--- config.mk ---
export PLATFORM = sky130hd
export DESIGN_NAME = control_decode
export DESIGN_NICKNAME = d
export VERILOG_FILES = /design/src/verilog/mips_decode_pkg.sv /design/src/verilog/control_decode.sv
export SDC_FILE = /design/constraint.sdc
export NUM_CORES = 1
export LEC_CHECK = 0
export BUFFER_PORTS_ARGS = -buffer_cell sky130_fd_sc_hd__buf_2
export CORE_AREA = 2 2 39 41
export DETAILED_ROUTE_END_ITERATION = 8
export DIE_AREA = 0 0 41 43
export SYNTH_ARGS = -nofsm -noshare
export SYNTH_HDL_FRONTEND = slang
export SYNTH_SLANG_ARGS = --single-unit
export TNS_END_PERCENT = 10
--- constraint.sdc ---
create_clock -name vclk -period 0.8
set_clock_uncertainty 0.2 [all_clocks]
set_input_delay 0.04 -clock vclk [all_inputs]
set_output_delay 0.04 -clock vclk [all_outputs]
set_load 0.01 [all_outputs]
--- src/verilog/mips_decode_pkg.sv ---
package mips_decode_pkg;

   //////////////////////////////
   // Field widths
   //////////////////////////////

   localparam int INSTR_WIDTH      = 32;
   localparam int REG_ADDR_WIDTH   = 5;
   localparam int IMM_WIDTH        = 16;
   localparam int JUMP_INDEX_WIDTH = 26;
   localparam int FIELD_WIDTH      = 6;    // Opcode and function field

   //////////////////////////////
   // Encodings
   //////////////////////////////

   typedef enum logic [FIELD_WIDTH-1:0]
   {
      OP_SPECIAL = 6'd0,                   // Decoded by function field
      OP_J       = 6'd2,
      OP_JAL     = 6'd3,
      OP_BEQ     = 6'd4,
      OP_BNE     = 6'd5,
      OP_ADDI    = 6'd8,
      OP_SLTI    = 6'd10,
      OP_ANDI    = 6'd12,
      OP_ORI     = 6'd13,
      OP_XORI    = 6'd14,
      OP_LUI     = 6'd15,
      OP_LB      = 6'd32,
      OP_LH      = 6'd33,
      OP_LW      = 6'd35,
      OP_LBU     = 6'd36,
      OP_LHU     = 6'd37,
      OP_LWU     = 6'd39,
      OP_SB      = 6'd40,
      OP_SH      = 6'd41,
      OP_SW      = 6'd43
   } opcode_e;

   typedef enum logic [FIELD_WIDTH-1:0]
   {
      FN_SLL  = 6'd0,
      FN_SRL  = 6'd2,
      FN_SRA  = 6'd3,
      FN_SLLV = 6'd4,
      FN_SRLV = 6'd6,
      FN_SRAV = 6'd7,
      FN_JR   = 6'd8,
      FN_JALR = 6'd9,
      FN_ADDU = 6'd33,
      FN_SUBU = 6'd35,
      FN_AND  = 6'd36,
      FN_OR   = 6'd37,
      FN_XOR  = 6'd38,
      FN_NOR  = 6'd39,
      FN_SLT  = 6'd42
   } funct_e;

   typedef enum logic [3:0]
   {
      CLASS_INVALID = 4'd0,                // Unlisted opcode or function
      CLASS_SHIFT_IMM,
      CLASS_SHIFT_VAR,
      CLASS_ALU_REG,
      CLASS_JR,
      CLASS_JALR,
      CLASS_LOAD,
      CLASS_STORE,
      CLASS_ALU_IMM,
      CLASS_LUI,
      CLASS_BEQ,
      CLASS_BNE,
      CLASS_JUMP                           // J and JAL alike
   } instr_class_e;

   typedef enum logic [2:0]
   {
      BRANCH_NONE = 3'b000,
      BRANCH_JR   = 3'b001,
      BRANCH_JALR = 3'b010,
      BRANCH_BEQ  = 3'b011,
      BRANCH_BNE  = 3'b100,
      BRANCH_JUMP = 3'b101
   } branch_flag_e;

   typedef enum logic [1:0]
   {
      ALU_OP_ADD    = 2'b00,               // Address and link arithmetic
      ALU_OP_BRANCH = 2'b01,
      ALU_OP_FUNCT  = 2'b10,               // ALU looks at function field
      ALU_OP_IMM    = 2'b11
   } alu_op_e;

endpackage

--- src/verilog/control_decode.sv ---
`timescale 1ns/100ps

module control_decode
(
   input  mips_decode_pkg::instr_class_e i_class,
   output logic                          o_reg_dst,
   output logic                          o_reg_write,
   output logic                          o_alu_src,
   output logic                          o_mem_read,
   output logic                          o_mem_write,
   output logic                          o_mem_to_reg,
   output mips_decode_pkg::alu_op_e      o_alu_op,
   output mips_decode_pkg::branch_flag_e o_branch_flag
);

   import mips_decode_pkg::*;

   always_comb
   begin
      o_reg_dst     = 1'b0;
      o_reg_write   = 1'b0;
      o_alu_src     = 1'b0;
      o_mem_read    = 1'b0;
      o_mem_write   = 1'b0;
      o_mem_to_reg  = 1'b0;
      o_alu_op      = ALU_OP_ADD;
      o_branch_flag = BRANCH_NONE;
      case (i_class)
         CLASS_SHIFT_IMM, CLASS_SHIFT_VAR, CLASS_ALU_REG:
         begin
            o_reg_dst   = 1'b1;
            o_reg_write = 1'b1;
            o_alu_op    = ALU_OP_FUNCT;
         end
         CLASS_JR:
            o_branch_flag = BRANCH_JR;
         CLASS_JALR:
         begin
            o_reg_dst     = 1'b1;
            o_reg_write   = 1'b1;
            o_branch_flag = BRANCH_JALR;
         end
         CLASS_LOAD:
         begin
            o_reg_write  = 1'b1;
            o_alu_src    = 1'b1;                 // Base plus offset
            o_mem_read   = 1'b1;
            o_mem_to_reg = 1'b1;
         end
         CLASS_STORE:
         begin
            o_alu_src   = 1'b1;
            o_mem_write = 1'b1;
         end
         CLASS_ALU_IMM, CLASS_LUI:
         begin
            o_reg_write = 1'b1;
            o_alu_src   = 1'b1;
            o_alu_op    = ALU_OP_IMM;
         end
         CLASS_BEQ:
         begin
            o_alu_op      = ALU_OP_BRANCH;
            o_branch_flag = BRANCH_BEQ;
         end
         CLASS_BNE:
         begin
            o_alu_op      = ALU_OP_BRANCH;
            o_branch_flag = BRANCH_BNE;
         end
         CLASS_JUMP:
            o_branch_flag = BRANCH_JUMP;
         default:
            o_branch_flag = BRANCH_NONE;         // Invalid drives nothing
      endcase
   end

   always_comb
   begin
      assert final (!(o_mem_read && o_mem_write))
         else $error("control_decode: memory read and write together");
      assert final (!o_mem_to_reg || o_mem_read)
         else $error("control_decode: MemtoReg without MemRead");
   end

endmodule

==> results.yml <==
global_route:
  antenna_found_initial: 0
  groute.layer.met1.usage: 0.1297
  grtUsageMet2: 0.08750
  grt_busiest_layer: "met1"
  grt_usage: 0.06893
  grt_pass1_wl_um: 952
  use_met3: 0
  gr-total-overflow: 0
  grt_pass1_vias: 213
  grt_max_degree: 10
worst_hold_path:
  hold_path_class: "in -> out"
  hold_end: "o_branch_flag[0]"
  min_path_cells: 3
  min_from: "i_class[0]"
die:
  fp.coreArea_sq_mm: 0.001384
  die_w_um: 41
  rows: 14
  initial_core_util: 0.1239
  pin_count: 15
  dieArea_sq_mm: 0.001763
  die_h_um: 43
cells_and_area:
  design.seq.count: 0
  final_common_cell: "buf_2"
  nNetsFinal: 51
  fin_area_sq_um: 402.9
  area_delta_synth_final_pct: 135.0
  drive_gt1_frac: 0.7333
  diodes: 0
  final.clkbuf_count: 0
  post-route-util: 0.2911
  seq_area_sq_um: 0
  final_cell_mix: "buf_2, buf_6, buf_4"
place:
  place_ws_ns: -0.2613
  place_area_sq_um: 322.8
  post-dp-hpwl_um: 419.1
  io_buffers: 15
  gp_congestion: 0.7125
yosys:
  syn_inst: 26
  synth_top_area_cell: "nand3b_1"
  synth_warnings: 0
  synthTopCellsByArea: "nand3b_1, nand2b_1, a211oi_1, buf_4, buf_6"
  synth_top_area_share: 0.1752
  avgSynthCellArea_sq_um: 6.593
  syn-cell-area_sq_um: 171.4
  synth_cell_types: 17
  synth-seq-area-share: 0
  syn-num-nets: 30
route:
  viasPerCell: 4.213
  post-route-drc-count: 0
  wl_per_cell_um: 8.689
  dr_total_vias: 257
  antenna_left: 0
  drt_iter0_drc: 0
  drt_wl_total_um: 530
  dr.pass1.iters: 1
pwr:
  finalPower_uw: 209.7
  leakage_nw: 0.1974
  powerDensity_mw_per_mm2: 520.6
  vdd_drop_max_v: 0.0001572
sta:
  hold_viol_final: 0
  fin_crit_ns: 1.022
  rsz0062_at_grt: "yes"
  worst_pin_slew_ns: 0.1929
  final-max-slew-violation-count: 0
  finalWorstSetupSlack_ns: -0.2217
  clock.fmax_ghz: 0.9788
  maxSlewHeadroom: 0.8707
  setup_violations: 10
  period_share: 1.277
  hold_slack_ns: 0.1391
setup_path:
  required_ns: 0.56
  criticalPathCategory: "in -> out"
  cp_data_arrival_time_ns: 0.78
  cp_max_fo: 3
  critPathCaptureType: "output pin"
  cp-start-kind: "input port"
  crit_start: "i_class[1]"
status:
  violations: "setup timing"
  status: "finished, violations left"
run:
  cap_violations: 0
[cells in the mapped netlist]
master	count
nand3b_1	4
nand2b_1	3
a211oi_1	2
buf_4	2
inv_1	2
nor2_1	2
a21boi_1	1
a21o_1	1
a21oi_1	1
a221oi_1	1
buf_2	1
buf_6	1
nor3_1	1
nor3b_1	1
o21ai_0	1
o22ai_1	1
or3b_1	1
[logic make-up (layout without fill, tap and decap cells)]
family | after synthesis | count (layout) | share of synthesized area
AND/OR/NAND/NOR | 12 | 12 | 0.4526
AO/OA/AOI/OAI | 8 | 8 | 0.3212
buffers and inverters | 6 | 25 | 0.2262
[final cells by class]
class	instances	area, sq um
fillers	150	980.9
repair buffers	23	190.2
well taps	16	20.02
inverters	2	7.507
multi-input cells	20	185.2
[what timing repair did]
| action | CTS | global route |
|---|---|---|
| hold buffers | 0 | 0 |
| gates cloned | 0 | 0 |
| pin swaps | 4 | 3 |
| setup endpoints to repair | 11 | 11 |
| gates resized for setup | 13 | 6 |
| buffers inserted | 1 | 0 |
[power breakdown]
part | internal (mW) | leakage [nW] | total [mW] | switching [mW]
Clock | 0 | 0 | 0 | 0
Combinational | 0.119 | 0.197 | 0.210 | 0.0908
Sequential | 0 | 0 | 0 | 0
[worst max path at each step]
stage,to,slack [ns],cells after the start
finish,o_branch_flag[2],-0.22,4
global route,o_branch_flag[2],-0.24,4
CTS,o_branch_flag[2],-0.24,4
detailed placement,o_branch_flag[2],-0.26,4
global placement,o_branch_flag[2],-0.26,4
floorplan,o_reg_write,-0.04,3
[stage by stage]
step	std cells	TNS, ns
global placement	60	-1.852
CTS	61	-1.354
finish	61	-1.269
floorplan	26	-0.09974
detailed placement	60	-1.907
global route	61	-1.759
[critical path, stage by stage]
cell	delay [ns]
buf_8	0.10
or3b_4	0.38
a21boi_2	0.12
buf_2	0.14
[per-layer routing]
| metal | vias up | wire length [um] |
|---|---|---|
| met1 | 117 | 260 |
| met2 | 7 | 245 |
| met4 | 0 | 0 |
| li1 | 133 | - |
| met3 | 0 | 24 |
| met5 | - | 0 |
Note: power is estimated with default switching activity, not from simulation.
