## src/verilog/mips_decode_pkg.sv

```systemverilog
package mips_decode_pkg;

   //////////////////////////////
   // Field widths
   //////////////////////////////

   localparam int INSTR_WIDTH      = 32;
   localparam int REG_ADDR_WIDTH   = 5;
   localparam int IMM_WIDTH        = 16;
   localparam int JUMP_INDEX_WIDTH = 26;
   localparam int FIELD_WIDTH      = 6;    // Opcode and function field

   //////////////////////////////
   // Encodings
   //////////////////////////////

   typedef enum logic [FIELD_WIDTH-1:0]
   {
      OP_SPECIAL = 6'd0,                   // Decoded by function field
      OP_J       = 6'd2,
      OP_JAL     = 6'd3,
      OP_BEQ     = 6'd4,
      OP_BNE     = 6'd5,
      OP_ADDI    = 6'd8,
      OP_SLTI    = 6'd10,
      OP_ANDI    = 6'd12,
      OP_ORI     = 6'd13,
      OP_XORI    = 6'd14,
      OP_LUI     = 6'd15,
      OP_LB      = 6'd32,
      OP_LH      = 6'd33,
      OP_LW      = 6'd35,
      OP_LBU     = 6'd36,
      OP_LHU     = 6'd37,
      OP_LWU     = 6'd39,
      OP_SB      = 6'd40,
      OP_SH      = 6'd41,
      OP_SW      = 6'd43
   } opcode_e;

   typedef enum logic [FIELD_WIDTH-1:0]
   {
      FN_SLL  = 6'd0,
      FN_SRL  = 6'd2,
      FN_SRA  = 6'd3,
      FN_SLLV = 6'd4,
      FN_SRLV = 6'd6,
      FN_SRAV = 6'd7,
      FN_JR   = 6'd8,
      FN_JALR = 6'd9,
      FN_ADDU = 6'd33,
      FN_SUBU = 6'd35,
      FN_AND  = 6'd36,
      FN_OR   = 6'd37,
      FN_XOR  = 6'd38,
      FN_NOR  = 6'd39,
      FN_SLT  = 6'd42
   } funct_e;

   typedef enum logic [3:0]
   {
      CLASS_INVALID = 4'd0,                // Unlisted opcode or function
      CLASS_SHIFT_IMM,
      CLASS_SHIFT_VAR,
      CLASS_ALU_REG,
      CLASS_JR,
      CLASS_JALR,
      CLASS_LOAD,
      CLASS_STORE,
      CLASS_ALU_IMM,
      CLASS_LUI,
      CLASS_BEQ,
      CLASS_BNE,
      CLASS_JUMP                           // J and JAL alike
   } instr_class_e;

   typedef enum logic [2:0]
   {
      BRANCH_NONE = 3'b000,
      BRANCH_JR   = 3'b001,
      BRANCH_JALR = 3'b010,
      BRANCH_BEQ  = 3'b011,
      BRANCH_BNE  = 3'b100,
      BRANCH_JUMP = 3'b101
   } branch_flag_e;

   typedef enum logic [1:0]
   {
      ALU_OP_ADD    = 2'b00,               // Address and link arithmetic
      ALU_OP_BRANCH = 2'b01,
      ALU_OP_FUNCT  = 2'b10,               // ALU looks at function field
      ALU_OP_IMM    = 2'b11
   } alu_op_e;

endpackage

```

## src/verilog/operand_select.sv

```systemverilog
`timescale 1ns/100ps

module operand_select
#(
   parameter int REG_ADDR_WIDTH = mips_decode_pkg::REG_ADDR_WIDTH,
   parameter int IMM_WIDTH      = mips_decode_pkg::IMM_WIDTH
)
(
   input  logic [mips_decode_pkg::INSTR_WIDTH-1:0]      i_instruction,
   input  mips_decode_pkg::instr_class_e                i_class,
   output logic [REG_ADDR_WIDTH-1:0]                    o_reg_a,
   output logic [REG_ADDR_WIDTH-1:0]                    o_reg_b,
   output logic [REG_ADDR_WIDTH-1:0]                    o_reg_w,
   output logic [IMM_WIDTH-1:0]                         o_immediate,
   output logic [mips_decode_pkg::JUMP_INDEX_WIDTH-1:0] o_jump_index
);

   import mips_decode_pkg::*;

   localparam int RS_LSB      = 21;
   localparam int RT_LSB      = 16;
   localparam int RD_LSB      = 11;
   localparam int SHAMT_LSB   = 6;
   localparam int SHAMT_WIDTH = 5;

   logic [REG_ADDR_WIDTH-1:0]   w_rs;
   logic [REG_ADDR_WIDTH-1:0]   w_rt;
   logic [REG_ADDR_WIDTH-1:0]   w_rd;
   logic [SHAMT_WIDTH-1:0]      w_shamt;
   logic [IMM_WIDTH-1:0]        w_imm;
   logic [JUMP_INDEX_WIDTH-1:0] w_index;

   // Narrow register files keep the low address bits
   assign w_rs    = i_instruction[RS_LSB +: REG_ADDR_WIDTH];
   assign w_rt    = i_instruction[RT_LSB +: REG_ADDR_WIDTH];
   assign w_rd    = i_instruction[RD_LSB +: REG_ADDR_WIDTH];
   assign w_shamt = i_instruction[SHAMT_LSB +: SHAMT_WIDTH];
   assign w_imm   = i_instruction[IMM_WIDTH-1:0];
   assign w_index = i_instruction[JUMP_INDEX_WIDTH-1:0];

   always_comb
   begin
      o_reg_a      = '0;
      o_reg_b      = '0;
      o_reg_w      = '0;
      o_immediate  = '0;
      o_jump_index = '0;
      case (i_class)
         CLASS_SHIFT_IMM:
         begin
            o_reg_a     = w_rt;
            o_reg_w     = w_rd;
            o_immediate = IMM_WIDTH'(w_shamt);   // Zero extended shamt
         end
         CLASS_SHIFT_VAR:
         begin
            o_reg_a = w_rt;
            o_reg_b = w_rs;                      // Shift amount register
            o_reg_w = w_rd;
         end
         CLASS_ALU_REG:
         begin
            o_reg_a = w_rs;
            o_reg_b = w_rt;
            o_reg_w = w_rd;
         end
         CLASS_JR:
            o_reg_a = w_rs;
         CLASS_JALR:
         begin
            o_reg_a = w_rs;
            o_reg_w = w_rd;                      // Link register
         end
         CLASS_LOAD, CLASS_ALU_IMM:
         begin
            o_reg_a     = w_rs;
            o_reg_w     = w_rt;
            o_immediate = w_imm;
         end
         CLASS_STORE, CLASS_BEQ, CLASS_BNE:
         begin
            o_reg_a     = w_rs;
            o_reg_b     = w_rt;                  // Store data or compare operand
            o_immediate = w_imm;
         end
         CLASS_LUI:
         begin
            o_reg_w     = w_rt;
            o_immediate = w_imm;
         end
         CLASS_JUMP:
            o_jump_index = w_index;
         default:
            o_reg_a = '0;                        // Invalid stays all zero
      endcase
   end

endmodule
```

## config.mk

```make
export PLATFORM = sky130hd
export DESIGN_NAME = operand_select
export DESIGN_NICKNAME = d
export VERILOG_FILES = /design/src/verilog/mips_decode_pkg.sv /design/src/verilog/operand_select.sv
export SDC_FILE = /design/constraint.sdc
export NUM_CORES = 1
export LEC_CHECK = 0
export BUFFER_PORTS_ARGS = -buffer_cell sky130_fd_sc_hd__buf_2
export CAP_MARGIN = 20
export CORE_ASPECT_RATIO = 1.1
export CORE_MARGIN = 3
export CORE_UTILIZATION = 38
export DETAILED_ROUTE_END_ITERATION = 16
export GPL_TIMING_DRIVEN = 0
export PLACE_DENSITY_LB_ADDON = 0.2
export SLEW_MARGIN = 0
export SYNTH_ARGS = -nofsm -noshare
export SYNTH_HDL_FRONTEND = slang
export SYNTH_SLANG_ARGS = --single-unit
export TNS_END_PERCENT = 10
```

## constraint.sdc

```tcl
create_clock -name vclk -period 1.6
set_clock_uncertainty 0.15 [all_clocks]
set_input_delay 0.32 -clock vclk [all_inputs]
set_output_delay 0.32 -clock vclk [all_outputs]
set_load 0.01 [all_outputs]
```

==> impl_metrics.yaml, run 1 <==
final_layout:
  register_area_sq_um: 0
  final_area_sq_mm: 0.00167
  antenna_cells: 0
  final_nets: 282
  nClkBuffers: 0
  layout-drive-gt1-share_pct: 54.1
  nFlopsAndLatches: 0
  final_util_pct: 73.4
  layout_commonest_cell: "buf_2"
  fin_cells: 274
  final_cell_mix: "86 x buf_2, 21 x and2_1, 17 x nor2b_1, 14 x nand2_1"
  syn_to_final_growth_pct: 80.5
worst_setup_path:
  cp.buffers_inverters: 4
  crit_path_start_kind: "input port"
  path_cells: "buf_8 > buf_6 > buf_6 > o311a_1 > o31ai_1 > buf_2"
  cpPeakStageDelay_ns: 0.30
  cp_top_family: "compound AO/OA/AOI/OAI gates"
  end_kind: "output port"
  critPathMostFrequentCell: "buf_6"
  crit_arrival_ns: 1.36
  startpoint: "i_class[3]"
  cp_max_fo: 6
  crit_type: "input port to output port"
  cp_slowest_cell: "o311a_1"
  worstPathRequired_ns: 1.13
synth:
  syn_avg_cell_area_sq_um: 6.33
  synth_cell_type_count: 26
  syn_inst: 146
  synth.top_cell.area_share_pct: 14.2
  syn_nets: 182
  synth_area_leaders: "and2_1 14%, nor2b_1 13%, a32oi_1 9.5%"
  synth_top_area_cell: "and2_1"
  syn-cell-area_sq_um: 925
  ys_warn_count: 0
  ys_seq_area_share_pct: 0
power:
  power.total_w: 0.000440
  power.density_mw_per_mm2: 264
  p_leak_nw: 0.878
  peakVddDrop_uv: 176
min_path:
  hold_path.startpoint: "i_instruction[5]"
  holdPathStages: 3
  min_path_type: "input port to output port"
  holdPathEnd: "o_jump_index[5]"
sta:
  finalCritPeriodShare_pct: 114
  setup_slack_ns: -0.230
  tightest_slew_ns: 0.355
  fin_setup_tns_ns: -7.34
  final-setup-viol-count: 57
  slew_headroom_pct: 76.3
  grt_setup_unrepaired: "true"
  hold_viol: 0
  max_freq_mhz: 546
  period_needed_ns: 1.83
  slew_violations: 0
floorplanning:
  core_sq_mm: 0.00227
  rows: 18
  initial_core_util_pct: 40.6
  die_x_um: 53.0
  fp.dieArea_sq_mm: 0.00306
  io_pins: 93
  fp.dieH_um: 57.7
place:
  dpl.hpwl_um: 2710
  gp_congestion: 0.893
  port_buffers: 87
  placedInstanceArea_sq_mm: 0.00140
  placedCellCount: 263
global_routing:
  grt_max_degree: 11
  grtUsageTotal_pct: 25.2
  busiest_layer: "met2"
  grt_use_met2_pct: 44.0
  antenna_found_initial: 0
  grt_use_met1_pct: 35.8
  grt_pass1_vias: 1263
  use_met3_pct: 1.03
  grt_pass1_wl_um: 6160
  gr-total-overflow: 0
job:
  drv_cap: 0
routing:
  first_pass_iters: 5
  ant_nets: 0
  drc: 0
  vias: 1575
  via_per_inst: 5.75
  routed_wl_um: 4160
  drt-wirelength-per-cell_um: 15.2
  drtIter0Drc: 85
run_status:
  violations: "setup timing"
  outcome: "finished, violations left"
clock_tree:
  hold_buffers: 0
[through the flow]
stage          setup slack, ns  hold slack (ns)
2_1_floorplan          -0.0426            0.603
3_3_place_gp            -0.357            0.788
3_5_place_dp            -0.377            0.791
4_1_cts                 -0.189            0.791
5_1_grt                 -0.280            0.820
6_report                -0.230            0.788
[cell families after synthesis]
| group | Yosys count | synth area share, % |
|---|---|---|
| AOI/OAI and AO/OA | 51 | 39.4 |
| buffers and inverters | 20 | 11.0 |
| and+or+nand+nor | 75 | 49.7 |
[repair_timing]
action,4_1_cts,5_1_grt
gates cloned,3,1
endpoints found under the setup margin,56,57
setup buffers,6,1
pin swaps,20,7
resized for setup,50,14
[per-layer routing]
metal / wire length [um] / part of all wire, %
met3: 422 / 10
met1: 1630 / 39
met2: 2060 / 50
met4: 45 / 1.1
met5: 0 / 0
[synthesized netlist by cell type]
cell type,instances
and2_1,21
nor2b_1,19
nand2_1,15
o21ai_0,11
a32oi_1,10
buf_2,9
a21oi_1,6
a221oi_1,5
inv_1,5
nand3b_1,5
nor4_1,5
o311a_1,5
o31ai_1,5
a21boi_1,4
o21ai_1,4
and2b_1,3
buf_4,2
clkbuf_1,2
nor3_2,2
nor3b_2,2
a221o_1,1
and3_1,1
buf_6,1
inv_2,1
nand2_2,1
nor2_1,1
[worst max-delay path by stage]
stage	end	depth (start not counted)
3_3_place_gp	o_reg_a[0]	7
4_1_cts	o_reg_a[3]	6
6_report	o_reg_a[3]	6
2_1_floorplan	o_reg_a[1]	3
5_1_grt	o_reg_a[4]	6
3_5_place_dp	o_reg_a[3]	7
[area by class of cell]
| cell class | count | area, sq um |
|---|---|---|
| Timing Repair Buffer | 98 | 553 |
| Fill cell | 221 | 606 |
| Tap cell | 30 | 37.5 |
| Buffer | 14 | 143 |
| Multi-Input combinational cell | 126 | 913 |
| Inverter | 6 | 22.5 |
[where the power goes]
| part | total, W | internal, W | switching (W) |
|---|---|---|---|
| registers | 0 | 0 | 0 |
| clock network | 0 | 0 | 0 |
| logic | 0.000440 | 0.000204 | 0.000236 |
| total | 0.000440 | 0.000204 | 0.000236 |
(Power assumes the default switching activity.)
==> run 2, diff against run 1 <==
--- a/config.mk
+++ b/config.mk
@@ -7,2 +7,3 @@
 export LEC_CHECK = 0
+export ABC_AREA = 1
 export BUFFER_PORTS_ARGS = -buffer_cell sky130_fd_sc_hd__buf_2
@@ -11,3 +12,3 @@
 export CORE_MARGIN = 3
-export CORE_UTILIZATION = 38
+export CORE_UTILIZATION = 32
 export DETAILED_ROUTE_END_ITERATION = 16
==> constraint.sdc (replaced) <==
create_clock -name vclk -period 1.6
set_clock_uncertainty 0.15 [all_clocks]
set_input_delay 0.08 -clock vclk [all_inputs]
set_output_delay 0.08 -clock vclk [all_outputs]
set_load 0.01 [all_outputs]
==> run 2 against run 1 <==
Effect of this change:
- the flow now finishes without violations
- synthesized cell count is 2.7% higher
- critical path type unchanged
- critical endpoint is now o_jump_index[9]
- largest cell class unchanged
- first-iteration DRC count is 75% lower
- combinational power is 38% lower
==> impl_metrics.yaml, run 2 <==
synth:
  syn_nets: 186
  synth.top_cell.area_share_pct: 32.3
  syn_inst: 150
  ys_seq_area_share_pct: 0
  synth_cell_type_count: 15
  syn_avg_cell_area_sq_um: 4.34
  syn-cell-area_sq_um: 651
  synth_common_cells: "56 x nand2_1, 31 x inv_1, 29 x nor2_1, 9 x nor2_2, 8 x nand3_1"
  ys_warn_count: 0
  synth_area_leaders: "nand2_1 32%, inv_1 18%, nor2_1 17%"
  synth_top_area_cell: "nand2_1"
  synth_most_common_cell: "nand2_1"
final_layout:
  nFlopsAndLatches: 0
  final_util_pct: 60.5
  fill_cells: 216
  final_nets: 274
  nClkBuffers: 0
  layout-drive-gt1-share_pct: 44.9
  layout_commonest_cell: "buf_2"
  syn_to_final_growth_pct: 71.3
  antenna_cells: 0
  register_area_sq_um: 0
  final_cell_mix: "88 x buf_2, 56 x nand2_1, 31 x inv_1, 29 x nor2_1, 9 x nor2_2"
job:
  drv_cap: 0
clock_tree:
  hold_buffers: 0
  cts_resized: 0
  post_cts_buffers: 0
worst_setup_path:
  crit_type: "input port to output port"
  cp_max_fo: 10
  critPathMostFrequentCell: "buf_2"
  path_cells: "buf_2 > inv_1 > nand4_2 > buf_2 > nor2_1 > buf_2"
  end_kind: "output port"
  cp_slowest_cell: "buf_2"
  crit_arrival_ns: 1.07
  worstPathRequired_ns: 1.37
  cpPeakStageDelay_ns: 0.25
  crit_path_start_kind: "input port"
routing:
  routed_wl_um: 2480
  drtIter0Drc: 21
  drc: 0
  drt-wirelength-per-cell_um: 9.42
  first_pass_iters: 4
  via_per_inst: 4.27
  vias: 1123
  ant_nets: 0
sta:
  fin_setup_tns_ns: 0
  slew_headroom_pct: 74.2
  period_needed_ns: 1.30
  whs_ns: 0.297
  finalCritPeriodShare_pct: 80.9
  grt_setup_unrepaired: "false"
  hold_viol: 0
  max_freq_mhz: 772
  slew_violations: 0
  final-setup-viol-count: 0
  tightest_slew_ns: 0.387
global_routing:
  gr-total-overflow: 0
  grt_pass1_wl_um: 3840
  antenna_found_initial: 0
  grtUsageTotal_pct: 17.6
  grt_max_degree: 11
  grt_pass1_vias: 927
place:
  gp_congestion: 0.788
  dpl.hpwl_um: 2170
  port_buffers: 86
floorplanning:
  fp.dieH_um: 53.3
  core_sq_mm: 0.00184
  die_x_um: 49.0
  fp.dieArea_sq_mm: 0.00261
  rows: 16
  initial_core_util_pct: 35.3
  io_pins: 93
min_path:
  holdPathStages: 4
  min_path_type: "input port to output port"
  hold_path.startpoint: "i_instruction[1]"
  holdPathEnd: "o_immediate[1]"
power:
  power.density_mw_per_mm2: 243
  p_leak_nw: 0.880
  peakVddDrop_uv: 118
run_status:
  outcome: "finished, final reports clean"
[run 2: changes by cell type in the layout (fill, tap and decap cells not counted), sizes merged, moves of 8 or more]
cell   before  now
a32oi      10    0
and2       21    0
buf       111   90
inv         6   33
nand2      16   58
nand3       0    8
nor2        1   40
nor2b      19    0
o21ai      15    5
[run 2: metal layers]
| metal | up-vias | global-route usage, % | share of wire, % |
|---|---|---|---|
| met1 | 454 | 21.0 | 41 |
| li1 | 604 | - | - |
| met4 | 0 | 0 | 0 |
| met3 | 0 | 3.38 | 11 |
| met2 | 65 | 34.6 | 48 |
| met5 | - | 0 | 0 |
[run 2: final cells by class]
type / count / area [sq um] / share of cell area, %
Buffer: 4 / 28.8 / 2.58
Inverter: 33 / 124 / 11.1
Multi-Input combinational cell: 113 / 498 / 44.7
Tap cell: 27 / 33.8 / 3.03
Timing Repair Buffer: 86 / 430 / 38.6
[run 2: cell families (layout without fill, tap and decap cells)]
logic type	Yosys count	in the layout	synth area share [%]
simple gates	107	107	71.9
buf+inv	37	123	23.5
compound gates	6	6	4.61
[run 2: how the worst max path moves through the flow]
stage	startpoint	end	slack [ns]	cells after the start
6_report	i_class[1]	o_jump_index[9]	0.30	6
5_1_grt	i_class[1]	o_reg_w[1]	0.16	7
3_5_place_dp	i_class[1]	o_jump_index[9]	0.30	6
4_1_cts	i_class[1]	o_jump_index[9]	0.29	6
3_3_place_gp	i_class[1]	o_jump_index[23]	0.29	6
2_1_floorplan	i_class[3]	o_reg_b[0]	0.58	4
[run 2: where the power goes]
part           leakage (nW)  switching [W]  total (W)  internal (W)
registers                 0              0          0             0
logic                 0.880       0.000163   0.000271      0.000109
clock network             0              0          0             0
total                 0.880       0.000163   0.000271      0.000109
[run 2: critical path: cells and delay by family]
kind	cells	cell delay, ns
and+or+nand+nor	2	0.33
buffers and inverters	4	0.65
[run 2: metrics by stage]
step | std cells | power [W] | instance area (sq um) | setup WS, ns
after global placement | 263 | 0.000272 | 1110 | 0.289
after detailed placement | 263 | 0.000273 | 1110 | 0.297
after CTS | 263 | 0.000274 | 1110 | 0.293
final | 263 | 0.000271 | 1110 | 0.305
after floorplan | 150 | 0.000148 | 651 | 0.575
after global routing | 263 | 0.000304 | 1110 | 0.163
