**config.mk**
```make
export PLATFORM = sky130hd
export DESIGN_NAME = decode_register
export DESIGN_NICKNAME = d
export VERILOG_FILES = /design/src/verilog/mips_decode_pkg.sv /design/src/verilog/decode_register.sv
export SDC_FILE = /design/constraint.sdc
export NUM_CORES = 1
export LEC_CHECK = 0
export BUFFER_PORTS_ARGS = -buffer_cell sky130_fd_sc_hd__buf_4
export CORE_MARGIN = 1
export CORE_UTILIZATION = 42
export DETAILED_ROUTE_END_ITERATION = 10
export GPL_TIMING_DRIVEN = 0
export PLACE_DENSITY = 0.94
export SLEW_MARGIN = 5
export SYNTH_ARGS = -nofsm -noshare
export SYNTH_HDL_FRONTEND = slang
export SYNTH_SLANG_ARGS = --single-unit
```
**constraint.sdc**
```tcl
create_clock -name i_clock -period 1.19 [get_ports i_clock]
set_input_delay 0.1785 -clock i_clock [delete_from_list [all_inputs] [get_ports i_clock]]
set_output_delay 0.1785 -clock i_clock [all_outputs]
set_load 0.02 [all_outputs]
```
**src/verilog/mips_decode_pkg.sv**
```systemverilog
package mips_decode_pkg;

   //////////////////////////////
   // Field widths
   //////////////////////////////

   localparam int INSTR_WIDTH      = 32;
   localparam int REG_ADDR_WIDTH   = 5;
   localparam int IMM_WIDTH        = 16;
   localparam int JUMP_INDEX_WIDTH = 26;
   localparam int FIELD_WIDTH      = 6;    // Opcode and function field

   //////////////////////////////
   // Encodings
   //////////////////////////////

   typedef enum logic [FIELD_WIDTH-1:0]
   {
      OP_SPECIAL = 6'd0,                   // Decoded by function field
      OP_J       = 6'd2,
      OP_JAL     = 6'd3,
      OP_BEQ     = 6'd4,
      OP_BNE     = 6'd5,
      OP_ADDI    = 6'd8,
      OP_SLTI    = 6'd10,
      OP_ANDI    = 6'd12,
      OP_ORI     = 6'd13,
      OP_XORI    = 6'd14,
      OP_LUI     = 6'd15,
      OP_LB      = 6'd32,
      OP_LH      = 6'd33,
      OP_LW      = 6'd35,
      OP_LBU     = 6'd36,
      OP_LHU     = 6'd37,
      OP_LWU     = 6'd39,
      OP_SB      = 6'd40,
      OP_SH      = 6'd41,
      OP_SW      = 6'd43
   } opcode_e;

   typedef enum logic [FIELD_WIDTH-1:0]
   {
      FN_SLL  = 6'd0,
      FN_SRL  = 6'd2,
      FN_SRA  = 6'd3,
      FN_SLLV = 6'd4,
      FN_SRLV = 6'd6,
      FN_SRAV = 6'd7,
      FN_JR   = 6'd8,
      FN_JALR = 6'd9,
      FN_ADDU = 6'd33,
      FN_SUBU = 6'd35,
      FN_AND  = 6'd36,
      FN_OR   = 6'd37,
      FN_XOR  = 6'd38,
      FN_NOR  = 6'd39,
      FN_SLT  = 6'd42
   } funct_e;

   typedef enum logic [3:0]
   {
      CLASS_INVALID = 4'd0,                // Unlisted opcode or function
      CLASS_SHIFT_IMM,
      CLASS_SHIFT_VAR,
      CLASS_ALU_REG,
      CLASS_JR,
      CLASS_JALR,
      CLASS_LOAD,
      CLASS_STORE,
      CLASS_ALU_IMM,
      CLASS_LUI,
      CLASS_BEQ,
      CLASS_BNE,
      CLASS_JUMP                           // J and JAL alike
   } instr_class_e;

   typedef enum logic [2:0]
   {
      BRANCH_NONE = 3'b000,
      BRANCH_JR   = 3'b001,
      BRANCH_JALR = 3'b010,
      BRANCH_BEQ  = 3'b011,
      BRANCH_BNE  = 3'b100,
      BRANCH_JUMP = 3'b101
   } branch_flag_e;

   typedef enum logic [1:0]
   {
      ALU_OP_ADD    = 2'b00,               // Address and link arithmetic
      ALU_OP_BRANCH = 2'b01,
      ALU_OP_FUNCT  = 2'b10,               // ALU looks at function field
      ALU_OP_IMM    = 2'b11
   } alu_op_e;

endpackage

```
**src/verilog/decode_register.sv**
```systemverilog
`timescale 1ns/100ps

module decode_register
#(
   parameter int REG_ADDR_WIDTH = mips_decode_pkg::REG_ADDR_WIDTH,
   parameter int IMM_WIDTH      = mips_decode_pkg::IMM_WIDTH
)
(
   input  logic                                         i_clock,
   input  logic                                         i_soft_reset,
   input  logic [REG_ADDR_WIDTH-1:0]                    i_reg_a,
   input  logic [REG_ADDR_WIDTH-1:0]                    i_reg_b,
   input  logic [REG_ADDR_WIDTH-1:0]                    i_reg_w,
   input  logic [IMM_WIDTH-1:0]                         i_immediate,
   input  logic [mips_decode_pkg::JUMP_INDEX_WIDTH-1:0] i_jump_index,
   input  logic                                         i_reg_dst,
   input  logic                                         i_reg_write,
   input  logic                                         i_alu_src,
   input  logic                                         i_mem_read,
   input  logic                                         i_mem_write,
   input  logic                                         i_mem_to_reg,
   input  mips_decode_pkg::alu_op_e                     i_alu_op,
   input  mips_decode_pkg::branch_flag_e                i_branch_flag,
   output logic [REG_ADDR_WIDTH-1:0]                    o_reg_a,
   output logic [REG_ADDR_WIDTH-1:0]                    o_reg_b,
   output logic [REG_ADDR_WIDTH-1:0]                    o_reg_w,
   output logic [IMM_WIDTH-1:0]                         o_immediate,
   output logic [mips_decode_pkg::JUMP_INDEX_WIDTH-1:0] o_jump_index,
   output logic                                         o_reg_dst,
   output logic                                         o_reg_write,
   output logic                                         o_alu_src,
   output logic                                         o_mem_read,
   output logic                                         o_mem_write,
   output logic                                         o_mem_to_reg,
   output mips_decode_pkg::alu_op_e                     o_alu_op,
   output mips_decode_pkg::branch_flag_e                o_branch_flag
);

   import mips_decode_pkg::*;

   always_ff @(posedge i_clock)
   begin
      if (!i_soft_reset)
      begin
         o_reg_a       <= '0;
         o_reg_b       <= '0;
         o_reg_w       <= '0;
         o_immediate   <= '0;
         o_jump_index  <= '0;
         o_reg_dst     <= 1'b0;
         o_reg_write   <= 1'b0;
         o_alu_src     <= 1'b0;
         o_mem_read    <= 1'b0;
         o_mem_write   <= 1'b0;
         o_mem_to_reg  <= 1'b0;
         o_alu_op      <= ALU_OP_ADD;
         o_branch_flag <= BRANCH_NONE;
      end
      else
      begin
         o_reg_a       <= i_reg_a;
         o_reg_b       <= i_reg_b;
         o_reg_w       <= i_reg_w;
         o_immediate   <= i_immediate;
         o_jump_index  <= i_jump_index;
         o_reg_dst     <= i_reg_dst;
         o_reg_write   <= i_reg_write;
         o_alu_src     <= i_alu_src;
         o_mem_read    <= i_mem_read;
         o_mem_write   <= i_mem_write;
         o_mem_to_reg  <= i_mem_to_reg;
         o_alu_op      <= i_alu_op;
         o_branch_flag <= i_branch_flag;
      end
   end

   // No register or memory write may leak out of a reset cycle
   a_reset_quiet : assert property (
      @(posedge i_clock) !i_soft_reset |=> (!o_reg_write && !o_mem_write))
      else $error("decode_register: write strobe set after reset");

endmodule

```
==> results of run 1 <==
## per-layer routing
layer | up-vias | share of wire, %
met3 | 7 | 13
met4 | 0 | 1.9
met2 | 87 | 55
met5 | - | 0
li1 | 720 | -
met1 | 630 | 30
## power by group
part | leakage (nW) | switching (W) | internal, W
clock | 0.0848 | 0.000742 | 0.000779
sequential | 0.567 | 0.0000315 | 0.00240
combinational | 0.906 | 0.000273 | 0.000362
total | 1.56 | 0.00105 | 0.00354
## synthesized netlist by cell type
cell type / n
and2_1: 47
and2_2: 21
buf_6: 3
clkbuf_2: 4
dfxtp_1: 68
## final cells by class
cell class / instances / area [um2]
multi-input cells: 68 / 452
plain buffers: 7 / 53.8
clock buffers: 11 / 141
clock inverters: 3 / 15.0
flip-flops and latches: 68 / 1360
repair buffers: 136 / 1020
well taps: 50 / 62.6
fillers: 286 / 1040
## per-stage QoR
stage | hold slack (ns) | utilization [%] | setup WS, ns | power, W
after floorplan | 0.306 | - | 0.522 | 0.00275
after global placement | 0.385 | 71.2 | 0.493 | 0.00311
after detailed placement | 0.389 | 71.2 | 0.482 | 0.00312
after CTS | 0.0467 | 75.0 | 0.197 | 0.00464
after global routing | 0.0469 | 75.0 | 0.166 | 0.00480
final | 0.0598 | 75.0 | 0.209 | 0.00459
## logic make-up (layout without fill, tap and decap cells)
family                 count (synthesis)  count (layout)  share of synthesized area, %
DFF                                   68              68                          72.9
and+or+nand+nor                       68              68                          24.2
buffers and inverters                  7             157                          2.88
## how the worst max path moves through the flow
stage                                   to  slack, ns  cells after the start
after floorplan            o_immediate[10]       0.52                      3
after global placement          o_reg_w[3]       0.49                      3
after detailed placement        o_reg_b[2]       0.48                      3
after CTS                 o_jump_index[12]       0.20                      1
after global routing      o_jump_index[12]       0.17                      1
final                      o_jump_index[4]       0.21                      1
==> impl_metrics.env, run 1 <==
export IMPL_worstPathArrival_ns=0.80
export IMPL_first_pass_iters=6
export IMPL_synth_cells=143
export IMPL_synth_distinct_cells=5
export IMPL_min_path_type="input port to register"
export IMPL_endpoint_kind="output port"
export IMPL_rows=23
export IMPL_syn_area_per_cell_um2=13.1
export IMPL_grt_busiest_layer="met2"
export IMPL_yosysSeqAreaShare_pct=72.9
export IMPL_place_area_mm2=0.00295
export IMPL_largest_register="o_jump_index"
export IMPL_grt_pass1_vias=1401
export IMPL_path_buf_inv=1
export IMPL_crit_path_start="o_jump_index[4]"
export IMPL_critPathTopFamily="flip-flops"
export IMPL_port_buffer_count=136
export IMPL_synth_area_mm2=0.00187
export IMPL_top_regs="o_jump_index (26), o_immediate (16)"
export IMPL_crit_path_start_kind="register"
export IMPL_layout_commonest_cell="buf_4"
export IMPL_ctsResizeCount=0
export IMPL_peakVddDrop_mv=0.995
export IMPL_drtAntennaViolNets=0
export IMPL_hp_start="i_immediate[4]"
export IMPL_synth_area_leaders="dfxtp_1, and2_1, and2_2, buf_6, clkbuf_2"
export IMPL_floorplan_initialDensity_pct=45.0
export IMPL_wl_per_cell_um=12.0
export IMPL_maxSlewHeadroom_pct=91.0
export IMPL_finalInstanceArea_mm2=0.00311
export IMPL_grt_overflow_total=0
export IMPL_powerDensity_mw_per_mm2=1480
export IMPL_detailroute_via_count=1444
export IMPL_use_met2_pct=33.7
export IMPL_status="finished clean"
export IMPL_finalHoldViolCount=0
export IMPL_drc=0
export IMPL_largest_reg_flops=26
export IMPL_setup_tns_ns=0
export IMPL_cp_slowest_cell="dfxtp_1"
export IMPL_cp_required_ns=1.01
export IMPL_postCtsHoldBufs=0
export IMPL_cp_cell_sequence="buf_4"
export IMPL_use_met1_pct=14.8
export IMPL_drive_above_1_share_pct=60.4
export IMPL_antenna_found_initial=0
export IMPL_grt_max_degree=11
export IMPL_clock_path_buffers=2
export IMPL_root_buffer="clkbuf_8"
export IMPL_cts_tree="built"
export IMPL_grt_util_all_layers_pct=18.5
export IMPL_htreeDepth=3
export IMPL_cts_setup_buffers=0
export IMPL_dp_hpwl_um=3210
export IMPL_mostFrequentLayoutCells="buf_4, dfxtp_1, and2_1"
export IMPL_synth_warnings=0
export IMPL_wirelength_um=4130
export IMPL_n_antenna_cell=0
export IMPL_viasPerCell=4.21
export IMPL_fp_dieH_um=68.7
export IMPL_core_area_mm2=0.00414
export IMPL_tightest_slew_ns=0.135
export IMPL_grt_setup_unrepaired="false"
export IMPL_synth_nets=213
export IMPL_setup_violations=0
export IMPL_grt_first_pass_wirelength_um=5930
export IMPL_clock_fmax_mhz=1020
export IMPL_yosys_area_top_type="dfxtp_1"
export IMPL_critPathKind="register to output port"
export IMPL_power_leakage_nw=1.56
export IMPL_cts_sinks=68
export IMPL_ys_ff_latch=68
export IMPL_first_iter_violations=27
export IMPL_min_path_cells=2
export IMPL_cap_violations=0
export IMPL_stdcell_count=343
export IMPL_slowest_delay_ns=0.34
export IMPL_place_inst=329
export IMPL_path_max_fanout=1
export IMPL_fp_dieArea_mm2=0.00472
export IMPL_final_min_clock_period_ns=0.981
export IMPL_fp_dieW_um=68.7
export IMPL_hold_end="o_immediate[4]"
export IMPL_area_growth_pct=66.4
export IMPL_io_pins=138
export IMPL_routabilityCongestion=0.727
export IMPL_period_share_pct=82.5
export IMPL_met3_usage_pct=10.2
export IMPL_synth_top_area_share_pct=72.9
export IMPL_nNetsFinal=360
export IMPL_cts_clk_slew_worst_paths_ns=0.06
export IMPL_cts_buffers=9
export IMPL_report_final_slew_viol_count=0
Note: power is estimated with default switching activity, not from simulation.
==> inputs of run 2 (changes only) <==
Settings changed: CORE_UTILIZATION 42 to 39, PLACE_DENSITY 0.94 to 0.89.
Clock period 1.19 ns to 0.95 ns, I/O delays scaled along.
==> run 2 against run 1 <==
Effect of this change: the run now ends with DRC left; via count is 7.1% higher; clock power is 120% higher; first-iteration DRC count is 85% higher; die area up 7.5%; cell area is 20% higher; global-route usage increased by 1.6 points; count of clock-buffer cells in the layout down 2; largest cell class is now buffers; wire length rose by 30%; cell count grew 7.3%; hold slack lost 0.046 ns; setup slack got worse by 0.21 ns.
==> impl_metrics.env, run 2 (synthesis gave the netlist of run 1 again) <==
export IMPL_cp_required_ns=0.81
export IMPL_core_area_mm2=0.00447
export IMPL_rows=24
export IMPL_drtAntennaViolNets=0
export IMPL_powerDensity_mw_per_mm2=1980
export IMPL_detailroute_via_count=1547
export IMPL_grt_pass1_vias=1589
export IMPL_top_regs="o_jump_index (26), o_immediate (16)"
export IMPL_cts_setup_buffers=0
export IMPL_cts_clk_slew_worst_paths_ns=0.07
export IMPL_worst_slack_ns=0.00197
export IMPL_htreeDepth=3
export IMPL_critPathTopFamily="flip-flops"
export IMPL_drive_above_1_share_pct=71.8
export IMPL_worstPathArrival_ns=0.81
export IMPL_mostFrequentLayoutCells="buf_4, buf_6, and2_1, dfxtp_2"
export IMPL_viasPerCell=4.20
export IMPL_setup_violations=0
export IMPL_setup_tns_ns=0
export IMPL_grt_overflow_total=0
export IMPL_status="finished, violations left"
export IMPL_maxSlewHeadroom_pct=89.9
export IMPL_grt_util_all_layers_pct=20.1
export IMPL_grt_max_degree=13
export IMPL_path_max_fanout=1
export IMPL_layout_commonest_cell="buf_4"
export IMPL_n_antenna_cell=0
export IMPL_largest_register="o_jump_index"
export IMPL_report_final_slew_viol_count=0
export IMPL_first_pass_iters=7
export IMPL_largest_reg_flops=26
export IMPL_clock_fmax_mhz=1050
export IMPL_path_buf_inv=1
export IMPL_cp_cell_sequence="buf_6"
export IMPL_cts_sinks=68
export IMPL_hold_end="o_jump_index[16]"
export IMPL_antenna_found_initial=0
export IMPL_cap_violations=0
export IMPL_tightest_slew_ns=0.152
export IMPL_endpoint_kind="output port"
export IMPL_crit_path_start_kind="register"
export IMPL_fp_dieH_um=71.2
export IMPL_grt_setup_unrepaired="true"
export IMPL_area_growth_pct=99.4
export IMPL_peakVddDrop_mv=1.64
export IMPL_period_share_pct=99.8
export IMPL_fp_dieW_um=71.2
export IMPL_drc=13
export IMPL_critPathKind="register to output port"
export IMPL_place_ws_ns=0.270
export IMPL_fillers=250
export IMPL_power_leakage_nw=1.77
export IMPL_hp_start="i_jump_index[16]"
export IMPL_fp_dieArea_mm2=0.00507
export IMPL_grt_first_pass_wirelength_um=7310
export IMPL_final_min_clock_period_ns=0.948
export IMPL_nNetsFinal=381
export IMPL_violations="DRC"
export IMPL_floorplan_initialDensity_pct=41.7
export IMPL_routabilityCongestion=0.775
export IMPL_cts_buffers=9
export IMPL_min_path_type="input port to register"
export IMPL_cts_tree="built"
export IMPL_first_iter_violations=50
export IMPL_port_buffer_count=136
export IMPL_finalHoldViolCount=0
export IMPL_wirelength_um=5360
export IMPL_clock_path_buffers=2
export IMPL_cp_slowest_cell="dfxtp_1"
export IMPL_dp_hpwl_um=3330
export IMPL_io_pins=138
export IMPL_min_path_cells=2
export IMPL_root_buffer="clkbuf_8"
export IMPL_slowest_delay_ns=0.35
export IMPL_wl_per_cell_um=14.6
## run 2: changes by cell type in the layout (fill, tap and decap cells not counted)
| cell | delta |
|---|---|
| dlygate4sd3_1 | +21 |
| clkbuf_8 | -1 |
| buf_4 | -57 |
| buf_6 | +57 |
| clkinvlp_4 | +1 |
| bufinv_16 | +5 |
| clkinv_2 | -2 |
| dfxtp_2 | +47 |
| clkbuf_1 | -1 |
| dfxtp_1 | -47 |
## run 2: area by class of cell
class / instances / area [um2] / area share (%)
repair buffers: 157 / 1450 / 38.8
flip-flops and latches: 68 / 1420 / 38.2
multi-input cells: 68 / 452 / 12.1
clock inverters: 7 / 163 / 4.37
clock buffers: 9 / 124 / 3.33
well taps: 52 / 65.1 / 1.75
plain buffers: 7 / 53.8 / 1.45
## run 2: worst max path at each step
| stage | start | cells past startpoint | to |
|---|---|---|---|
| after CTS | o_immediate[9] | 1 | o_immediate[9] |
| after floorplan | i_soft_reset | 3 | o_immediate[10] |
| after detailed placement | i_soft_reset | 3 | o_immediate[11] |
| after global placement | i_soft_reset | 3 | o_immediate[11] |
| final | o_reg_a[4] | 1 | o_reg_a[4] |
| after global routing | o_immediate[10] | 1 | o_immediate[10] |
## run 2: stage by stage
step | cell area, um2 | cells | hold slack (ns) | utilization (%) | total power [W]
2_1_floorplan | 1870 | 143 | 0.270 | - | 0.00344
3_3_place_gp | 2950 | 331 | 0.349 | 66.0 | 0.00389
3_5_place_dp | 2950 | 331 | 0.353 | 66.0 | 0.00392
4_1_cts | 3480 | 365 | 0.0000946 | 77.9 | 0.00734
5_1_grt | 3720 | 368 | 0.00556 | 83.2 | 0.00764
6_report | 3720 | 368 | 0.0141 | 83.2 | 0.00738
## run 2: power breakdown
part / switching [W] / internal (W)
registers: 0.0000710 / 0.00303
clock network: 0.00105 / 0.00227
logic: 0.000371 / 0.000588
total: 0.00149 / 0.00588
## run 2: layer usage
layer / share of wire, % / GRT usage [%] / wire length, um / up-vias
met5: 0 / 0 / 0 / -
met4: 2.2 / 12.2 / 119 / 0
met3: 13 / 9.26 / 689 / 11
met2: 54 / 35.8 / 2870 / 104
met1: 31 / 18.6 / 1680 / 668
li1: - / - / - / 764
## run 2: what timing repair did
| item | CTS | global route |
|---|---|---|
| hold buffers | 18 | 3 |
| setup endpoints to repair | 13 | 48 |
| resized for setup | 26 | 78 |
| pin swaps | 0 | 0 |
| gates cloned | 0 | 0 |
| hold endpoints to repair | 18 | 3 |
==> inputs of run 3 (changes only) <==
Settings changed: BUFFER_PORTS_ARGS -buffer_cell sky130_fd_sc_hd__buf_4 to not set, CORE_UTILIZATION 39 to 45, DONT_BUFFER_PORTS set to 1, PLACE_DENSITY 0.89 to 0.71.
==> run 3 against run 2 <==
Effect of this change: the flow now finishes without violations; largest power group is now sequential cells; cell area shrank 25%; maximum frequency grew 3.8%; count of clock-buffer cells in the layout rose by 3; cell count shrank 25%; sequential share of layout area up 10 points; sequential power up 5%; largest cell class is now flip-flops and latches; via count shrank 20%.
==> impl_metrics.env, run 3 (synthesis gave the netlist of run 1 again) <==
export IMPL_fillers=263
export IMPL_clock_fmax_mhz=1090
export IMPL_fp_dieArea_mm2=0.00441
export IMPL_ctsResizeCount=0
export IMPL_maxSlewHeadroom_pct=84.0
export IMPL_cp_depth=0
export IMPL_drc=0
export IMPL_setup_violations=0
export IMPL_io_pins=138
export IMPL_postCtsHoldBufs=68
export IMPL_report_final_slew_viol_count=0
export IMPL_floorplan_initialDensity_pct=46.7
export IMPL_wirelength_um=4270
export IMPL_period_share_pct=96.2
export IMPL_tightest_slew_ns=0.239
export IMPL_cts_clk_slew_worst_paths_ns=0.07
export IMPL_drive_above_1_share_pct=18.2
export IMPL_antenna_found_initial=0
export IMPL_place_ws_ns=0.280
export IMPL_grt_overflow_total=0
export IMPL_peakVddDrop_mv=1.49
export IMPL_cts_tree="built"
export IMPL_grt_first_pass_wirelength_um=5960
export IMPL_powerDensity_mw_per_mm2=2110
export IMPL_power_leakage_nw=1.18
export IMPL_largest_reg_flops=26
export IMPL_detailroute_via_count=1235
export IMPL_nNetsFinal=292
export IMPL_dp_hpwl_um=2390
export IMPL_grt_util_all_layers_pct=19.7
export IMPL_drtAntennaViolNets=0
export IMPL_endpoint_kind="output port"
export IMPL_root_buffer="clkbuf_8"
export IMPL_min_path_type="input port to register"
export IMPL_area_growth_pct=50.0
export IMPL_first_pass_iters=6
export IMPL_rows=23
export IMPL_largest_register="o_jump_index"
export IMPL_clock_path_buffers=2
export IMPL_path_max_fanout=1
export IMPL_wl_per_cell_um=15.5
export IMPL_min_path_cells=2
export IMPL_status="finished clean"
export IMPL_mostFrequentLayoutCells="dlygate4sd3_1, dfxtp_1, and2_1"
export IMPL_grt_max_degree=11
export IMPL_core_area_mm2=0.00400
export IMPL_cts_setup_buffers=0
export IMPL_critPathKind="register to output port"
export IMPL_n_antenna_cell=0
export IMPL_ff_latch_area_mm2=0.00136
export IMPL_viasPerCell=4.49
export IMPL_crit_path_start_kind="register"
export IMPL_top_regs="o_jump_index (26), o_immediate (16)"
export IMPL_setup_tns_ns=0
export IMPL_grt_pass1_vias=1318
export IMPL_worst_slack_ns=0.0362
export IMPL_final_min_clock_period_ns=0.914
export IMPL_fp_dieH_um=66.4
export IMPL_cts_sinks=68
export IMPL_grt_setup_unrepaired="false"
export IMPL_finalPower_w=0.00592
export IMPL_multi_input_area_um2=452
export IMPL_port_buffer_count=0
export IMPL_finalHoldViolCount=0
export IMPL_fp_dieW_um=66.4
export IMPL_routabilityCongestion=0.750
export IMPL_cp_required_ns=0.81
export IMPL_cts_buffers=9
export IMPL_worstPathArrival_ns=0.77
export IMPL_htreeDepth=3
export IMPL_cap_violations=0
export IMPL_first_iter_violations=35
[run 3: cell count changes in the layout (fill, tap and decap cells not counted)]
| cell | previous run | this run |
|---|---|---|
| buf_4 | 79 | 0 |
| buf_6 | 60 | 3 |
| dfxtp_1 | 21 | 68 |
| dfxtp_2 | 47 | 0 |
| dlygate4sd3_1 | 21 | 68 |
| bufinv_16 | 5 | 1 |
| clkbuf_8 | 9 | 11 |
| clkbuf_1 | 0 | 1 |
| clkinvlp_4 | 1 | 0 |
[run 3: worst paths after layout]
path	start	to	slack, ns
max	o_reg_dst	o_reg_dst	0.04
min	i_soft_reset	o_reg_a[3]	0.1
[run 3: area by class of cell]
cell class | instances | area share (%)
plain buffers | 7 | 1.92
multi-input cells | 68 | 16.1
flip-flops and latches | 68 | 48.6
clock inverters | 2 | 1.25
clock buffers | 12 | 5.54
well taps | 50 | 2.23
repair buffers | 68 | 24.3
[run 3: stage by stage]
| step | instance area (um2) | util (%) | hold WS [ns] | instances |
|---|---|---|---|---|
| final | 2800 | 70.0 | 0.0955 | 275 |
| after global routing | 2800 | 70.0 | 0.0987 | 275 |
| after CTS | 2800 | 70.0 | 0.0832 | 275 |
| after detailed placement | 1930 | 48.2 | 0.273 | 193 |
| after global placement | 1930 | 48.2 | 0.270 | 193 |
| after floorplan | 1870 | - | 0.270 | 143 |
[run 3: power breakdown]
group | total [W] | switching (W) | internal, W
Clock | 0.00226 | 0.000940 | 0.00132
Sequential | 0.00327 | 0.000257 | 0.00301
Combinational | 0.000388 | 0.000104 | 0.000284
[run 3: metal layers]
layer,part of all wire (%),track usage [%]
met5,0,0
met4,2.5,14.6
met3,11,8.28
met2,52,36.4
met1,34,16.4
